[src/verilog/core_pkg.sv]
/*
 * Core package
 * Field widths, stack depths, opcodes and internal select codes
 * shared by the stack and accumulator processor core
 */
package core_pkg;

	// Instruction word --------------------
	localparam int OPCODE_W  = 7;
	localparam int OPERAND_W = 9;
	localparam int INSTR_W   = OPCODE_W + OPERAND_W;

	// Addresses and data
	localparam int IADDR_W   = 9;
	localparam int DADDR_W   = 9;
	localparam int DATA_W    = 32;
	localparam int IO_ADDR_W = 3;

	// Stacks
	localparam int RSTACK_DEPTH = 8;
	localparam int DSTACK_DEPTH = 8;
	localparam int RSP_W        = $clog2(RSTACK_DEPTH);
	localparam int DSP_W        = $clog2(DSTACK_DEPTH);

	// Opcodes -----------------------------
	localparam logic [OPCODE_W-1:0] OP_NOP = 7'd0;
	localparam logic [OPCODE_W-1:0] OP_LOD = 7'd1;
	localparam logic [OPCODE_W-1:0] OP_SET = 7'd2;
	localparam logic [OPCODE_W-1:0] OP_LDK = 7'd3;
	localparam logic [OPCODE_W-1:0] OP_PSH = 7'd4;
	localparam logic [OPCODE_W-1:0] OP_INN = 7'd5;
	localparam logic [OPCODE_W-1:0] OP_OUT = 7'd6;
	localparam logic [OPCODE_W-1:0] OP_ADD = 7'd7;
	localparam logic [OPCODE_W-1:0] OP_SUB = 7'd8;
	localparam logic [OPCODE_W-1:0] OP_AND = 7'd9;
	localparam logic [OPCODE_W-1:0] OP_ORR = 7'd10;
	localparam logic [OPCODE_W-1:0] OP_XOR = 7'd11;
	localparam logic [OPCODE_W-1:0] OP_JMP = 7'd13;
	localparam logic [OPCODE_W-1:0] OP_JIZ = 7'd14;
	localparam logic [OPCODE_W-1:0] OP_CAL = 7'd15;
	localparam logic [OPCODE_W-1:0] OP_RET = 7'd16;

	// ALU operation select
	localparam int ALU_W = 3;
	localparam logic [ALU_W-1:0] ALU_ADD = 3'd0;
	localparam logic [ALU_W-1:0] ALU_SUB = 3'd1;
	localparam logic [ALU_W-1:0] ALU_AND = 3'd2;
	localparam logic [ALU_W-1:0] ALU_ORR = 3'd3;
	localparam logic [ALU_W-1:0] ALU_XOR = 3'd4;

	// Accumulator source select
	localparam int ACC_SEL_W = 2;
	localparam logic [ACC_SEL_W-1:0] SEL_MEM = 2'd0;
	localparam logic [ACC_SEL_W-1:0] SEL_IMM = 2'd1;
	localparam logic [ACC_SEL_W-1:0] SEL_IO  = 2'd2;
	localparam logic [ACC_SEL_W-1:0] SEL_ALU = 2'd3;

	// I/O handshake FSM states
	localparam int IO_ST_W = 2;
	localparam logic [IO_ST_W-1:0] ST_IDLE = 2'd0;
	localparam logic [IO_ST_W-1:0] ST_REQ  = 2'd1;
	localparam logic [IO_ST_W-1:0] ST_REL  = 2'd2;
	localparam logic [IO_ST_W-1:0] ST_DONE = 2'd3;

endpackage

[src/verilog/core_ifs.sv]
/*
 * Core interfaces
 * Execution controls from the decoder and branch requests to fetch
 */
`timescale 1ns/1ps

// Execution control --------------------

interface exec_ctrl_if import core_pkg::*; ();

	// Decoded controls
	logic [ALU_W-1:0]     alu_op;
	logic                 alu_en;
	logic                 push;
	logic [ACC_SEL_W-1:0] acc_sel;
	logic                 acc_load;
	logic                 mem_wr;
	logic [OPERAND_W-1:0] operand;
	logic                 io_start;
	logic                 io_write;

	// Back from the I/O port
	logic                 stall;
	logic [DATA_W-1:0]    io_rdata;

	modport decode (
		output alu_op, alu_en, push, acc_sel, acc_load, mem_wr,
		output operand, io_start, io_write
	);

	modport exec (
		input alu_op, alu_en, push, acc_sel, acc_load, mem_wr,
		input operand, io_start, io_write, stall, io_rdata
	);

	modport io (
		input  io_start, io_write, operand,
		output stall, io_rdata
	);

endinterface

// Branch requests ----------------------

interface branch_if import core_pkg::*; ();

	logic               jump;
	logic               call;
	logic               ret;
	logic [IADDR_W-1:0] target;

	modport decode (output jump, call, ret, target);
	modport fetch  (input  jump, call, ret, target);

endinterface

[src/verilog/core_top.sv]
/*
 * Core top level
 * Fetch, decode, datapath and I/O port wired to plain external ports
 */
`timescale 1ns/1ps

module core_top import core_pkg::*; (
	input  logic                 clk,
	input  logic                 rst,
	// Instruction ROM
	output logic [IADDR_W-1:0]   instr_addr,
	input  logic [INSTR_W-1:0]   instr,
	// Data RAM
	output logic [DADDR_W-1:0]   mem_addr,
	output logic [DATA_W-1:0]    mem_wdata,
	output logic                 mem_wr,
	input  logic [DATA_W-1:0]    mem_rdata,
	// I/O
	output logic                 io_req,
	output logic                 io_wr,
	output logic [IO_ADDR_W-1:0] io_addr,
	output logic [DATA_W-1:0]    io_wdata,
	input  logic [DATA_W-1:0]    io_rdata,
	input  logic                 io_ack
);

	logic              stall;
	logic              acc_zero;
	logic [DATA_W-1:0] acc;

	exec_ctrl_if ctl ();
	branch_if    br ();

	// Units --------------------

	instr_fetch u_fetch (
		.clk        (clk),
		.rst        (rst),
		.stall      (stall),
		.br         (br.fetch),
		.instr_addr (instr_addr)
	);

	instr_decode u_decode (
		.instr    (instr),
		.acc_zero (acc_zero),
		.ctl      (ctl.decode),
		.br       (br.decode)
	);

	data_path u_data (
		.clk       (clk),
		.rst       (rst),
		.ctl       (ctl.exec),
		.mem_rdata (mem_rdata),
		.mem_addr  (mem_addr),
		.mem_wdata (mem_wdata),
		.mem_wr    (mem_wr),
		.acc       (acc),
		.acc_zero  (acc_zero)
	);

	io_port u_io (
		.clk      (clk),
		.rst      (rst),
		.ctl      (ctl.io),
		.acc      (acc),
		.io_req   (io_req),
		.io_wr    (io_wr),
		.io_addr  (io_addr),
		.io_wdata (io_wdata),
		.io_rdata (io_rdata),
		.io_ack   (io_ack),
		.stall    (stall)
	);

endmodule

[src/verilog/data_path.sv]
/*
 * Datapath
 * Data stack, accumulator, five-operation ALU and data memory port
 */
`timescale 1ns/1ps

module data_path import core_pkg::*; (
	input  logic               clk,
	input  logic               rst,
	exec_ctrl_if.exec          ctl,
	input  logic [DATA_W-1:0]  mem_rdata,
	output logic [DADDR_W-1:0] mem_addr,
	output logic [DATA_W-1:0]  mem_wdata,
	output logic               mem_wr,
	output logic [DATA_W-1:0]  acc,
	output logic               acc_zero
);

	logic [DSP_W-1:0]  dsp;
	logic [DATA_W-1:0] ds_top;
	logic [DATA_W-1:0] alu_out;
	logic [DATA_W-1:0] acc_next;

	logic [DATA_W-1:0] dstack [DSTACK_DEPTH];

	// Data stack --------------------

	// Top is read combinationally as the left ALU operand
	assign ds_top = dstack[dsp - DSP_W'(1)];

	always_ff @(posedge clk or posedge rst) begin
		if (rst)
			dsp <= '0;
		else if (!ctl.stall) begin
			if (ctl.push)
				dsp <= dsp + DSP_W'(1);
			else if (ctl.alu_en)
				dsp <= dsp - DSP_W'(1);
		end
	end

	always_ff @(posedge clk) begin
		if (!ctl.stall && ctl.push)
			dstack[dsp] <= acc;
	end

	// ALU --------------------

	always_comb begin
		case (ctl.alu_op)
			ALU_ADD: alu_out = ds_top + acc;
			ALU_SUB: alu_out = ds_top - acc;
			ALU_AND: alu_out = ds_top & acc;
			ALU_ORR: alu_out = ds_top | acc;
			ALU_XOR: alu_out = ds_top ^ acc;
			default: alu_out = '0;
		endcase
	end

	// Accumulator --------------------

	always_comb begin
		case (ctl.acc_sel)
			SEL_MEM: acc_next = mem_rdata;
			SEL_IMM: acc_next = DATA_W'(ctl.operand);
			SEL_IO:  acc_next = ctl.io_rdata;
			default: acc_next = alu_out;
		endcase
	end

	// Held during an open I/O transfer
	always_ff @(posedge clk or posedge rst) begin
		if (rst)
			acc <= '0;
		else if (!ctl.stall && ctl.acc_load)
			acc <= acc_next;
	end

	assign acc_zero = (acc == '0);

	// Memory port, direct address only
	assign mem_addr  = ctl.operand[DADDR_W-1:0];
	assign mem_wdata = acc;
	assign mem_wr    = ctl.mem_wr;

endmodule

[src/verilog/instr_decode.sv]
/*
 * Instruction decoder
 * Maps the current opcode onto datapath, memory, I/O and branch controls
 */
`timescale 1ns/1ps

module instr_decode import core_pkg::*; (
	input  logic [INSTR_W-1:0] instr,
	input  logic               acc_zero,
	exec_ctrl_if.decode        ctl,
	branch_if.decode           br
);

	logic [OPCODE_W-1:0]  opcode;
	logic [OPERAND_W-1:0] operand;

	// Fixed field split
	assign opcode  = instr[INSTR_W-1 -: OPCODE_W];
	assign operand = instr[OPERAND_W-1:0];

	assign ctl.operand = operand;
	assign br.target   = operand[IADDR_W-1:0];

	// Opcode map --------------------

	always_comb begin
		// Anything not listed behaves as NOP
		ctl.alu_op   = ALU_ADD;
		ctl.alu_en   = 1'b0;
		ctl.push     = 1'b0;
		ctl.acc_sel  = SEL_MEM;
		ctl.acc_load = 1'b0;
		ctl.mem_wr   = 1'b0;
		ctl.io_start = 1'b0;
		ctl.io_write = 1'b0;
		br.jump      = 1'b0;
		br.call      = 1'b0;
		br.ret       = 1'b0;

		case (opcode)
			OP_LOD: begin
				ctl.acc_sel  = SEL_MEM;
				ctl.acc_load = 1'b1;
			end
			OP_SET: ctl.mem_wr = 1'b1;
			OP_LDK: begin
				ctl.acc_sel  = SEL_IMM;
				ctl.acc_load = 1'b1;
			end
			OP_PSH: ctl.push = 1'b1;
			// Port read lands in acc when the transfer retires
			OP_INN: begin
				ctl.io_start = 1'b1;
				ctl.acc_sel  = SEL_IO;
				ctl.acc_load = 1'b1;
			end
			OP_OUT: begin
				ctl.io_start = 1'b1;
				ctl.io_write = 1'b1;
			end
			OP_ADD, OP_SUB, OP_AND, OP_ORR, OP_XOR: begin
				ctl.alu_en   = 1'b1;
				ctl.acc_sel  = SEL_ALU;
				ctl.acc_load = 1'b1;
				case (opcode)
					OP_SUB:  ctl.alu_op = ALU_SUB;
					OP_AND:  ctl.alu_op = ALU_AND;
					OP_ORR:  ctl.alu_op = ALU_ORR;
					OP_XOR:  ctl.alu_op = ALU_XOR;
					default: ctl.alu_op = ALU_ADD;
				endcase
			end
			OP_JMP: br.jump = 1'b1;
			OP_JIZ: br.jump = acc_zero;
			OP_CAL: br.call = 1'b1;
			OP_RET: br.ret  = 1'b1;
			default: ;
		endcase
	end

endmodule

[src/verilog/instr_fetch.sv]
/*
 * Instruction fetch
 * Program counter, return-address stack and next-address select
 */
`timescale 1ns/1ps

module instr_fetch import core_pkg::*; (
	input  logic               clk,
	input  logic               rst,
	input  logic               stall,
	branch_if.fetch            br,
	output logic [IADDR_W-1:0] instr_addr
);

	logic [IADDR_W-1:0] pc;
	logic [IADDR_W-1:0] pc_inc;
	logic [IADDR_W-1:0] pc_next;
	logic [IADDR_W-1:0] rs_top;
	logic [RSP_W-1:0]   rsp;

	// Return addresses
	logic [IADDR_W-1:0] rstack [RSTACK_DEPTH];

	// Next address --------------------

	assign pc_inc = pc + IADDR_W'(1);

	// Pointer sits one above the last pushed entry
	assign rs_top = rstack[rsp - RSP_W'(1)];

	always_comb begin
		if (br.ret)
			pc_next = rs_top;
		else if (br.jump || br.call)
			pc_next = br.target;
		else
			pc_next = pc_inc;
	end

	// PC and stack pointer --------------------

	always_ff @(posedge clk or posedge rst) begin
		if (rst) begin
			pc  <= '0;
			rsp <= '0;
		end else if (!stall) begin
			pc <= pc_next;
			if (br.call)
				rsp <= rsp + RSP_W'(1);
			else if (br.ret)
				rsp <= rsp - RSP_W'(1);
		end
	end

	// Call saves the address after itself
	always_ff @(posedge clk) begin
		if (!stall && br.call)
			rstack[rsp] <= pc_inc;
	end

	assign instr_addr = pc;

endmodule

[src/verilog/io_port.sv]
/*
 * I/O port
 * Four-phase req/ack handshake, stalls the core until the transfer retires
 */
`timescale 1ns/1ps

module io_port import core_pkg::*; (
	input  logic                 clk,
	input  logic                 rst,
	exec_ctrl_if.io              ctl,
	input  logic [DATA_W-1:0]    acc,
	output logic                 io_req,
	output logic                 io_wr,
	output logic [IO_ADDR_W-1:0] io_addr,
	output logic [DATA_W-1:0]    io_wdata,
	input  logic [DATA_W-1:0]    io_rdata,
	input  logic                 io_ack,
	output logic                 stall
);

	logic [IO_ST_W-1:0] state;

	// Handshake FSM --------------------

	always_ff @(posedge clk or posedge rst) begin
		if (rst) begin
			state   <= ST_IDLE;
			io_req  <= 1'b0;
			io_wr   <= 1'b0;
			io_addr <= '0;
		end else begin
			case (state)
				// Port and direction frozen for the whole request
				ST_IDLE: if (ctl.io_start) begin
					io_req  <= 1'b1;
					io_wr   <= ctl.io_write;
					io_addr <= ctl.operand[IO_ADDR_W-1:0];
					state   <= ST_REQ;
				end
				ST_REQ: if (io_ack) begin
					io_req <= 1'b0;
					state  <= ST_REL;
				end
				// Wait for responder to drop ack
				ST_REL: if (!io_ack)
					state <= ST_DONE;
				// Instruction retires at this edge
				default: state <= ST_IDLE;
			endcase
		end
	end

	// Payload --------------------

	always_ff @(posedge clk) begin
		if (state == ST_IDLE && ctl.io_start)
			io_wdata <= acc;
		if (state == ST_REQ && io_ack)
			ctl.io_rdata <= io_rdata;
	end

	// Hold the core from decode until done
	assign stall     = ctl.io_start && (state != ST_DONE);
	assign ctl.stall = stall;

endmodule
[config.mk]
export PLATFORM = sky130hd
export DESIGN_NAME = core_top
export DESIGN_NICKNAME = d
export VERILOG_FILES = /design/src/verilog/core_pkg.sv /design/src/verilog/core_ifs.sv /design/src/verilog/core_top.sv /design/src/verilog/data_path.sv /design/src/verilog/instr_decode.sv /design/src/verilog/instr_fetch.sv /design/src/verilog/io_port.sv
export SDC_FILE = /design/constraint.sdc
export NUM_CORES = 1
export LEC_CHECK = 0
export BUFFER_PORTS_ARGS = -buffer_cell sky130_fd_sc_hd__clkbuf_2
export CAP_MARGIN = 20
export CORE_MARGIN = 5
export CORE_UTILIZATION = 57
export CTS_BUF_LIST = sky130_fd_sc_hd__clkbuf_4 sky130_fd_sc_hd__clkbuf_8
export DETAILED_ROUTE_END_ITERATION = 10
export PLACE_DENSITY = 0.9
export SLEW_MARGIN = 10
export SYNTH_ARGS = -nofsm -noshare
export SYNTH_HDL_FRONTEND = slang
export SYNTH_HIERARCHICAL = 1
export SYNTH_SLANG_ARGS = --single-unit
export TNS_END_PERCENT = 10
[constraint.sdc]
create_clock -name clk -period 5.05 [get_ports clk]
set_clock_uncertainty 0.05 [all_clocks]
set_input_delay 1.2625 -clock clk [delete_from_list [all_inputs] [get_ports clk]]
set_output_delay 1.2625 -clock clk [all_outputs]
set_load 0.02 [all_outputs]
== After elaboration in Yosys (flattened, before gate mapping) ==
Memories as Yosys holds them, arrays and structs flattened.
Cells that the tools add are included.
Cells by class
  reductions and logical operators: 23
  mux-type cells: 31
  add/subtract/negate cells: 7
  bitwise logic cells: 4
  equality and inequality tests: 27
Operators with widths (count)
  32-bit one-hot mux with 5 select lines: 1
  32-bit one-hot mux with 3 select lines: 1
  7-bit by 4-bit equality test with 1-bit output, second input constant: 7
  32-bit adder: 1
  32-bit bitwise AND: 1
  32-bit logical NOT: 1
  32-bit OR: 1
  32-bit subtractor: 1
  32-bit XOR: 1
  7-bit by 3-bit equality test with 1-bit output, second input constant: 4
  9-bit 2-to-1 mux: 2
  3-bit 2-to-1 mux: 5
  7-bit by 2-bit equality test with 1-bit output, second input constant: 2
  1-bit 2-to-1 mux: 14
  2-bit one-hot mux with 3 select lines: 2
  3-bit one-hot mux with 4 select lines: 1
  9-bit by 1-bit adder with 9-bit output, second input constant: 1
  8-bit OR reduction: 1
  7-bit by 1-bit equality test with 1-bit output, second input constant: 1
  7-bit by 5-bit equality test with 1-bit output, second input constant: 1
  3-bit by 1-bit adder with 3-bit output, second input constant: 2
  3-bit by 2-bit equality test with 1-bit output, second input constant: 2
  1-bit logical AND: 6
  2-bit 2-to-1 mux: 3
  other kinds (18): 30
Storage, ports and cells
  bits of input ports: 83
  register bits: 118
  memories kept: 2
  output and inout port bits: 88
  RAM bits: 328
  logic and storage cells: 104
Memories
  u_data.dstack: depth 8, width 32, rd ports 1, clocked after memory_dff 0, wr ports 1, line data_path.sv:24  | logic [DATA_W-1:0] dstack [DSTACK_DEPTH];
  u_fetch.rstack: depth 8, width 9, rd ports 1, clocked after memory_dff 0, wr ports 1, line instr_fetch.sv:22  | logic [IADDR_W-1:0] rstack [RSTACK_DEPTH];

== Depth between registers and ports, before layout ==
  word-level depth: 8
  gate-level depth with buffers: 18
  gate-level depth less buffers: 17

== By module ==
The synthesis kept the hierarchy.
Modules (own cells, without submodules)
  data_path: area each 16010.4 sq um, cells each 1221, instances 1
  instr_fetch: area each 3712.3 sq um, cells each 274, instances 1
  io_port: area each 2318.5 sq um, cells each 98, instances 1
  instr_decode: area each 335.3 sq um, cells each 50, instances 1

== Least setup slack after synthesis ==
No wires, ideal clock.
  path type: in2reg
  start point: input instr[13]
  end point: register u_data.acc[26]
  arrival time: 5.380 ns
  path slack: -0.511 ns
  data required time: 4.869 ns
  cell stages on the path: 18
  path buffers: 4
  library setup time: 0.131 ns
  cell sequence: or3_4 > buf_6 > nor3_1 > clkbuf_1 > clkbuf_1 > nand2_1 > clkbuf_1 > o31ai_1 > xnor2_1 > ha_1 > a21o_1 > or2_1 > o211ai_1 > and3_1 > o21ai_1 > a41oi_1 > nor4_1 > or3_1
On the way
  cells in the longest elaborated chain, start to end: 6
  elaborated cells on any way between the ends: 30
Ends and longest elaborated chain
  from (decl): line core_top.sv:12  | input logic [INSTR_W-1:0] instr,
  7-bit by 4-bit equality test with 1-bit output / 7-bit by 3-bit equality test with 1-bit output (equally long branches): line instr_decode.sv:40, instr_decode.sv:65
  3-bit one-hot mux with 4 select lines / 5-bit OR reduction (equally long branches): line instr_decode.sv:65, instr_decode.sv:40
  3-bit 2-to-1 mux *: line instr_decode.sv:40  | case (opcode)
  named net ctl.alu_op[0]: line core_ifs.sv:12  | logic [ALU_W-1:0] alu_op;
  3-bit equality test (tied with other cells): line data_path.sv:50  | case (ctl.alu_op)
  32-bit one-hot mux with 5 select lines *: line data_path.sv:50
  32-bit one-hot mux with 3 select lines *: line data_path.sv:63  | case (ctl.acc_sel)
  to (signal assigned): line data_path.sv:76  | acc <= acc_next;
  to (decl): line data_path.sv:15  | output logic [DATA_W-1:0] acc,
The timed path passes the listed nets; every way through them passes the cells marked *.
A chain may end at the register's enable or synchronous reset.

== Final worst setup path ==
  start point: register u_data.dsp[1]
  end point: register u_data.acc[29]
On the way
  cells in the longest elaborated chain, start to end: 5
  elaborated cells on any way between the ends: 9
Ends and longest elaborated chain
  from (decl): line data_path.sv:19  | logic [DSP_W-1:0] dsp;
  from (signal assigned): line data_path.sv:36  | dsp <= dsp + DSP_W'(1);
  from (signal assigned): line data_path.sv:38  | dsp <= dsp - DSP_W'(1);
  3-bit by 1-bit subtractor with 3-bit output *: line data_path.sv:29  | assign ds_top = dstack[dsp - DSP_W'(1)];
  memory 8 x 32 bit *
  32-bit subtractor (tied with other cells): line data_path.sv:52  | ALU_SUB: alu_out = ds_top - acc;
  32-bit one-hot mux with 5 select lines *: line data_path.sv:50
  32-bit one-hot mux with 3 select lines *: line data_path.sv:63
Every way passes the cells marked *; elsewhere a longest branch is shown, timed or not.

==> out/qor_table.md <==
| Step | Result | Value |
| --- | --- | --- |
| global route | Largest net degree at the start of global routing | 54 |
| setup path | Critical path launch point type | register |
| synth | Synthesized area per cell | 13.6 um2 |
| sta | Final worst path period share | 91.8% |
| sta | Actual transition at the worst max-transition pin | 1.17 ns |
| sta | Sum of negative setup slack | 0 ns |
| route | Detailed Route Iter0 Violations | 1526 |
| sta | Setup repair after global routing missed its margin | no |
| clock tree | Clock latency of the later-clocked register in the worst-skew pair | 0.66 ns |
| clock tree | Master cell of the clock root buffer | clkbuf_8 |
| sta | Max-slew violations | 0 |
| hold path | Worst Hold Launch | u_io/io_addr[0] |
| route | Via-to-Cell Ratio | 6.17 |
| setup path | Series of cell instances along the critical path | inv_1, ha_2, buf_12, mux4_2, mux2i_1, inv_1, ha_1, o21a_1, o31a_1, or4b_4, nand3_1, a21oi_1, buf_4, nor3_1, mux2i_1, nand2_1 |
| status | Status | complete, no violations |
| sta | Worst relative slew slack | 22.0% |
| synth | Number of warning messages in the yosys log | 6 |
| clock tree | Maximum count of clock buffers along a single path | 3 |
| setup path | Crit path max fanout | 26 |
| placement | Area of placed instances | 24100 um2 |
| synth | Post-synthesis cell count | 1643 |
| setup path | Slowest stage delay, CP | 0.53 ns |
| synth | Post-synth top area cell | edfxtp_1 |
| clock tree | Number of clock sinks | 446 |
| global route | Met2 usage in global routing | 41.7% |
| clock tree | CTS tree | yes |
| synth | Mapped Area | 22400 um2 |
| global route | First-pass GRT wire length | 88.3 mm |
| global route | Final global-route overflow total | 0 |
| route | Post-DRT Antenna Nets | 0 |
| clock tree | Setup bufs post-CTS | 0 |
| setup path | Critical path startpoint | u_data/dsp[1] |
| clock tree | Max H-tree Level | 3 |
| global route | Grt met3 use | 5.74% |
| final layout | Net count, final | 2056 |
| final layout | Number of inserted diodes | 0 |
| sta | Setup slack of the critical path after layout | 0.414 ns |
| power | Worst voltage drop across the vdd grid | 412 uV |
| final layout | Area added between synthesis and finish | 14.5% |
| setup path | CP Data Arrival Time | 5.10 ns |
| placement | GP Congestion | 0.985 |
| synth | Predominant post-synthesis flop cell | edfxtp_1 |
| die | Number of rows created at floorplan | 72 |
| final layout | Final instance area | 25600 um2 |
| hold path | Cells on Worst Hold Path | 1 |
| power | Total power of the final layout | 0.0166 W |
| global route | Most Crowded Layer GR | met2 |
| power | Leak | 9.71 nW |
| setup path | Library cell contributing the largest single delay on the critical path | ha_2 |
| synth | Post-synth net total | 1834 |
| synth | Sequential element share of the synthesized area | 58.6% |
| route | Count of unresolved DRC violations after routing | 0 |
| clock tree | Clock-pin transition on the worst setup and hold timing paths | 0.07 ns |
| sta | Final number of setup-violating endpoints | 0 |
| sta | Final hold vios | 0 |
| global route | GRT Util Overall | 25.9% |
| die | Total core area | 38700 um2 |
| clock tree | Number of buffers added by the clock tree synthesis step | 74 |
| synth | Post-synth EDFFs | 392 |
| synth | Cell types occupying the most area after synthesis | edfxtp_1 53%, mux4_2 7.2%, dfrtp_1 6.0% |
| synth | Area share of the leading cell type in the synthesized netlist | 52.6% |
| die | Die boundary height | 208 um |
| placement | Port-buffer cells | 170 |
| hold path | Type of the most critical hold path | register to register |
| die | Die Span X | 208 um |
| global route | Number of antenna violations at the first check in global routing | 0 |
| placement | Detailed Place HPWL | 38.6 mm |
| final layout | Fill cell total of the finished layout | 2726 |
| placement | Worst setup timing slack at the placement stage | -0.0435 ns |
| clock tree | Hold bufs inserted after CTS | 0 |
| route | DR pass1 iterations | 6 |
| sta | Post-layout minimum cycle time | 4.64 ns |
| setup path | Type of element capturing the critical path | register |
| die | Number of top-level pins | 171 |
| run | Max capacitance violation total | 0 |
| clock tree | Post-CTS sizing | 0 |
| route | Routed len/inst | 23.2 um |
| setup path | Beginning of the worst register-to-register path | u_data/dsp[1] |
| die | Die Outline Area | 43300 um2 |
| global route | GR Layer Usage met1 | 35.8% |
| synth | Fraction of registers with async set or reset after synthesis | 12.1% |
| final layout | Most common cell after layout, fill and taps aside | edfxtp_1 |
| setup path | Length in cells of the worst reg-to-reg path | 16 |
| route | Total Routed Length | 56.6 mm |
| setup path | Required time at the worst-slack endpoint | 5.51 ns |
| sta | Max Fclk | 216 MHz |
| setup path | Start-to-end type of the worst setup path | register to register |
| final layout | Commonest cells after routing, fill and taps aside | 392 x edfxtp_1, 170 x clkbuf_2, 106 x buf_4, 106 x ha_1, 95 x inv_1 |
| synth | Seq cells post-synth | 446 |
| synth | Cell variety after synth | 84 |
| power | Power per standard cell area | 646 nW/um2 |
| die | Starting density of the core | 57.8% |
| route | Detailed-route via count | 15100 |
| final layout | Ratio of cells with drive above 1 in the final layout | 26.8% |
| global route | Via count of the first global-routing pass | 15600 |
[registers in the layout, summed over array words and instances, names as in the netlist]
signal and flops:
u_io/state 2, u_data/acc 32, u_io/io_addr 3, u_io/ctl.io_rdata 32, u_io/io_wdata 32, u_io/io_req 1, u_fetch/rstack 72, u_fetch/instr_addr 9
u_data/dsp 3, u_io/io_wr 1, u_fetch/rsp 3, u_data/dstack 256
[power breakdown]
part	leakage, nW	switching [W]	internal [W]
Combinational	4.76	0.00480	0.00373
Clock	0.791	0.00146	0.00173
Sequential	4.15	0.000353	0.00449
[synthesized netlist by cell type (all sizes together) (3+ instances only)]
cell type    n
a211oi      16
a21boi       3
a21o         8
a21oi       72
a221oi       8
a222oi       7
a22oi       12
a31oi       17
a32oi        5
a41oi        4
and2         8
and3        10
buf         94
clkbuf      41
dfrtp       54
edfxtp     392
ha         107
inv         96
mux2         5
mux2i       90
mux4        72
nand2       90
nand2b      11
nand3       32
nand3b       4
nand4       10
nor2        94
nor2b       11
nor3        20
nor4         8
nor4b        4
o211ai       8
o21a         7
o21ai       69
o221ai      22
o22ai        6
o31ai       11
o41ai        5
or2          5
or3          8
or4          3
xnor2       47
xor2        19
[routing by layer]
layer / vias up / part of all wire, % / routed length, um
li1: 6636 / - / -
met1: 7438 / 41 / 23100
met2: 879 / 47 / 26800
met3: 122 / 9.4 / 5310
met4: 0 / 2.6 / 1460
met5: - / 0 / 0
[cells by family (layout without fill, tap and decap cells)]
logic type | Yosys count | in the layout | synth area share [%]
DFF | 446 | 446 | 58.6
and+or+nand+nor | 326 | 326 | 7.17
AOI/OAI and AO/OA | 298 | 298 | 8.80
buffers and inverters | 232 | 515 | 5.15
muxes | 167 | 167 | 11.5
adders and majority gates | 108 | 108 | 6.07
xor gates and xnor gates | 66 | 66 | 2.62
[path summary, 6_finish.rpt]
kind,to,slack [ns]
max,u_data/acc[29],0.41
min,u_io/io_addr[0],0.47
max reg2reg,u_data/acc[29],0.41
min reg2reg,u_io/io_addr[0],0.47
max in group asynchronous,u_data/acc[14],3.30
min in group asynchronous,u_io/io_addr[0],0.52
[worst max-delay path, delay by kind of cell (launching register included)]
| kind | cells | cell delay [ns] |
|---|---|---|
| mux | 3 | 0.82 |
| simple gates | 4 | 0.96 |
| fa+ha+maj | 2 | 0.88 |
| buf+inv | 4 | 0.72 |
| compound gates | 3 | 0.53 |
| flops | 1 | 0.52 |
[stage by stage]
stage | hold WS, ns | instances | utilization [%]
2_1_floorplan | 0.442 | 1643 | -
3_3_place_gp | 0.442 | 2307 | 62.3
6_report | 0.474 | 2444 | 66.1
4_1_cts | 0.471 | 2444 | 66.1
3_5_place_dp | 0.456 | 2307 | 62.3
5_1_grt | 0.491 | 2444 | 66.1
[final cells by class]
| type | count | area, um2 | area share (%) |
|---|---|---|---|
| multi-input cells | 965 | 8250 | 32.2 |
| repair buffers | 281 | 1750 | 6.82 |
| inverters | 97 | 364 | 1.42 |
| clock buffers | 103 | 1250 | 4.90 |
| clock inverters | 34 | 238 | 0.928 |
| well taps | 518 | 648 | 2.53 |
| flip-flops and latches | 446 | 13100 | 51.2 |
Note: power is estimated with default switching activity, not from simulation.
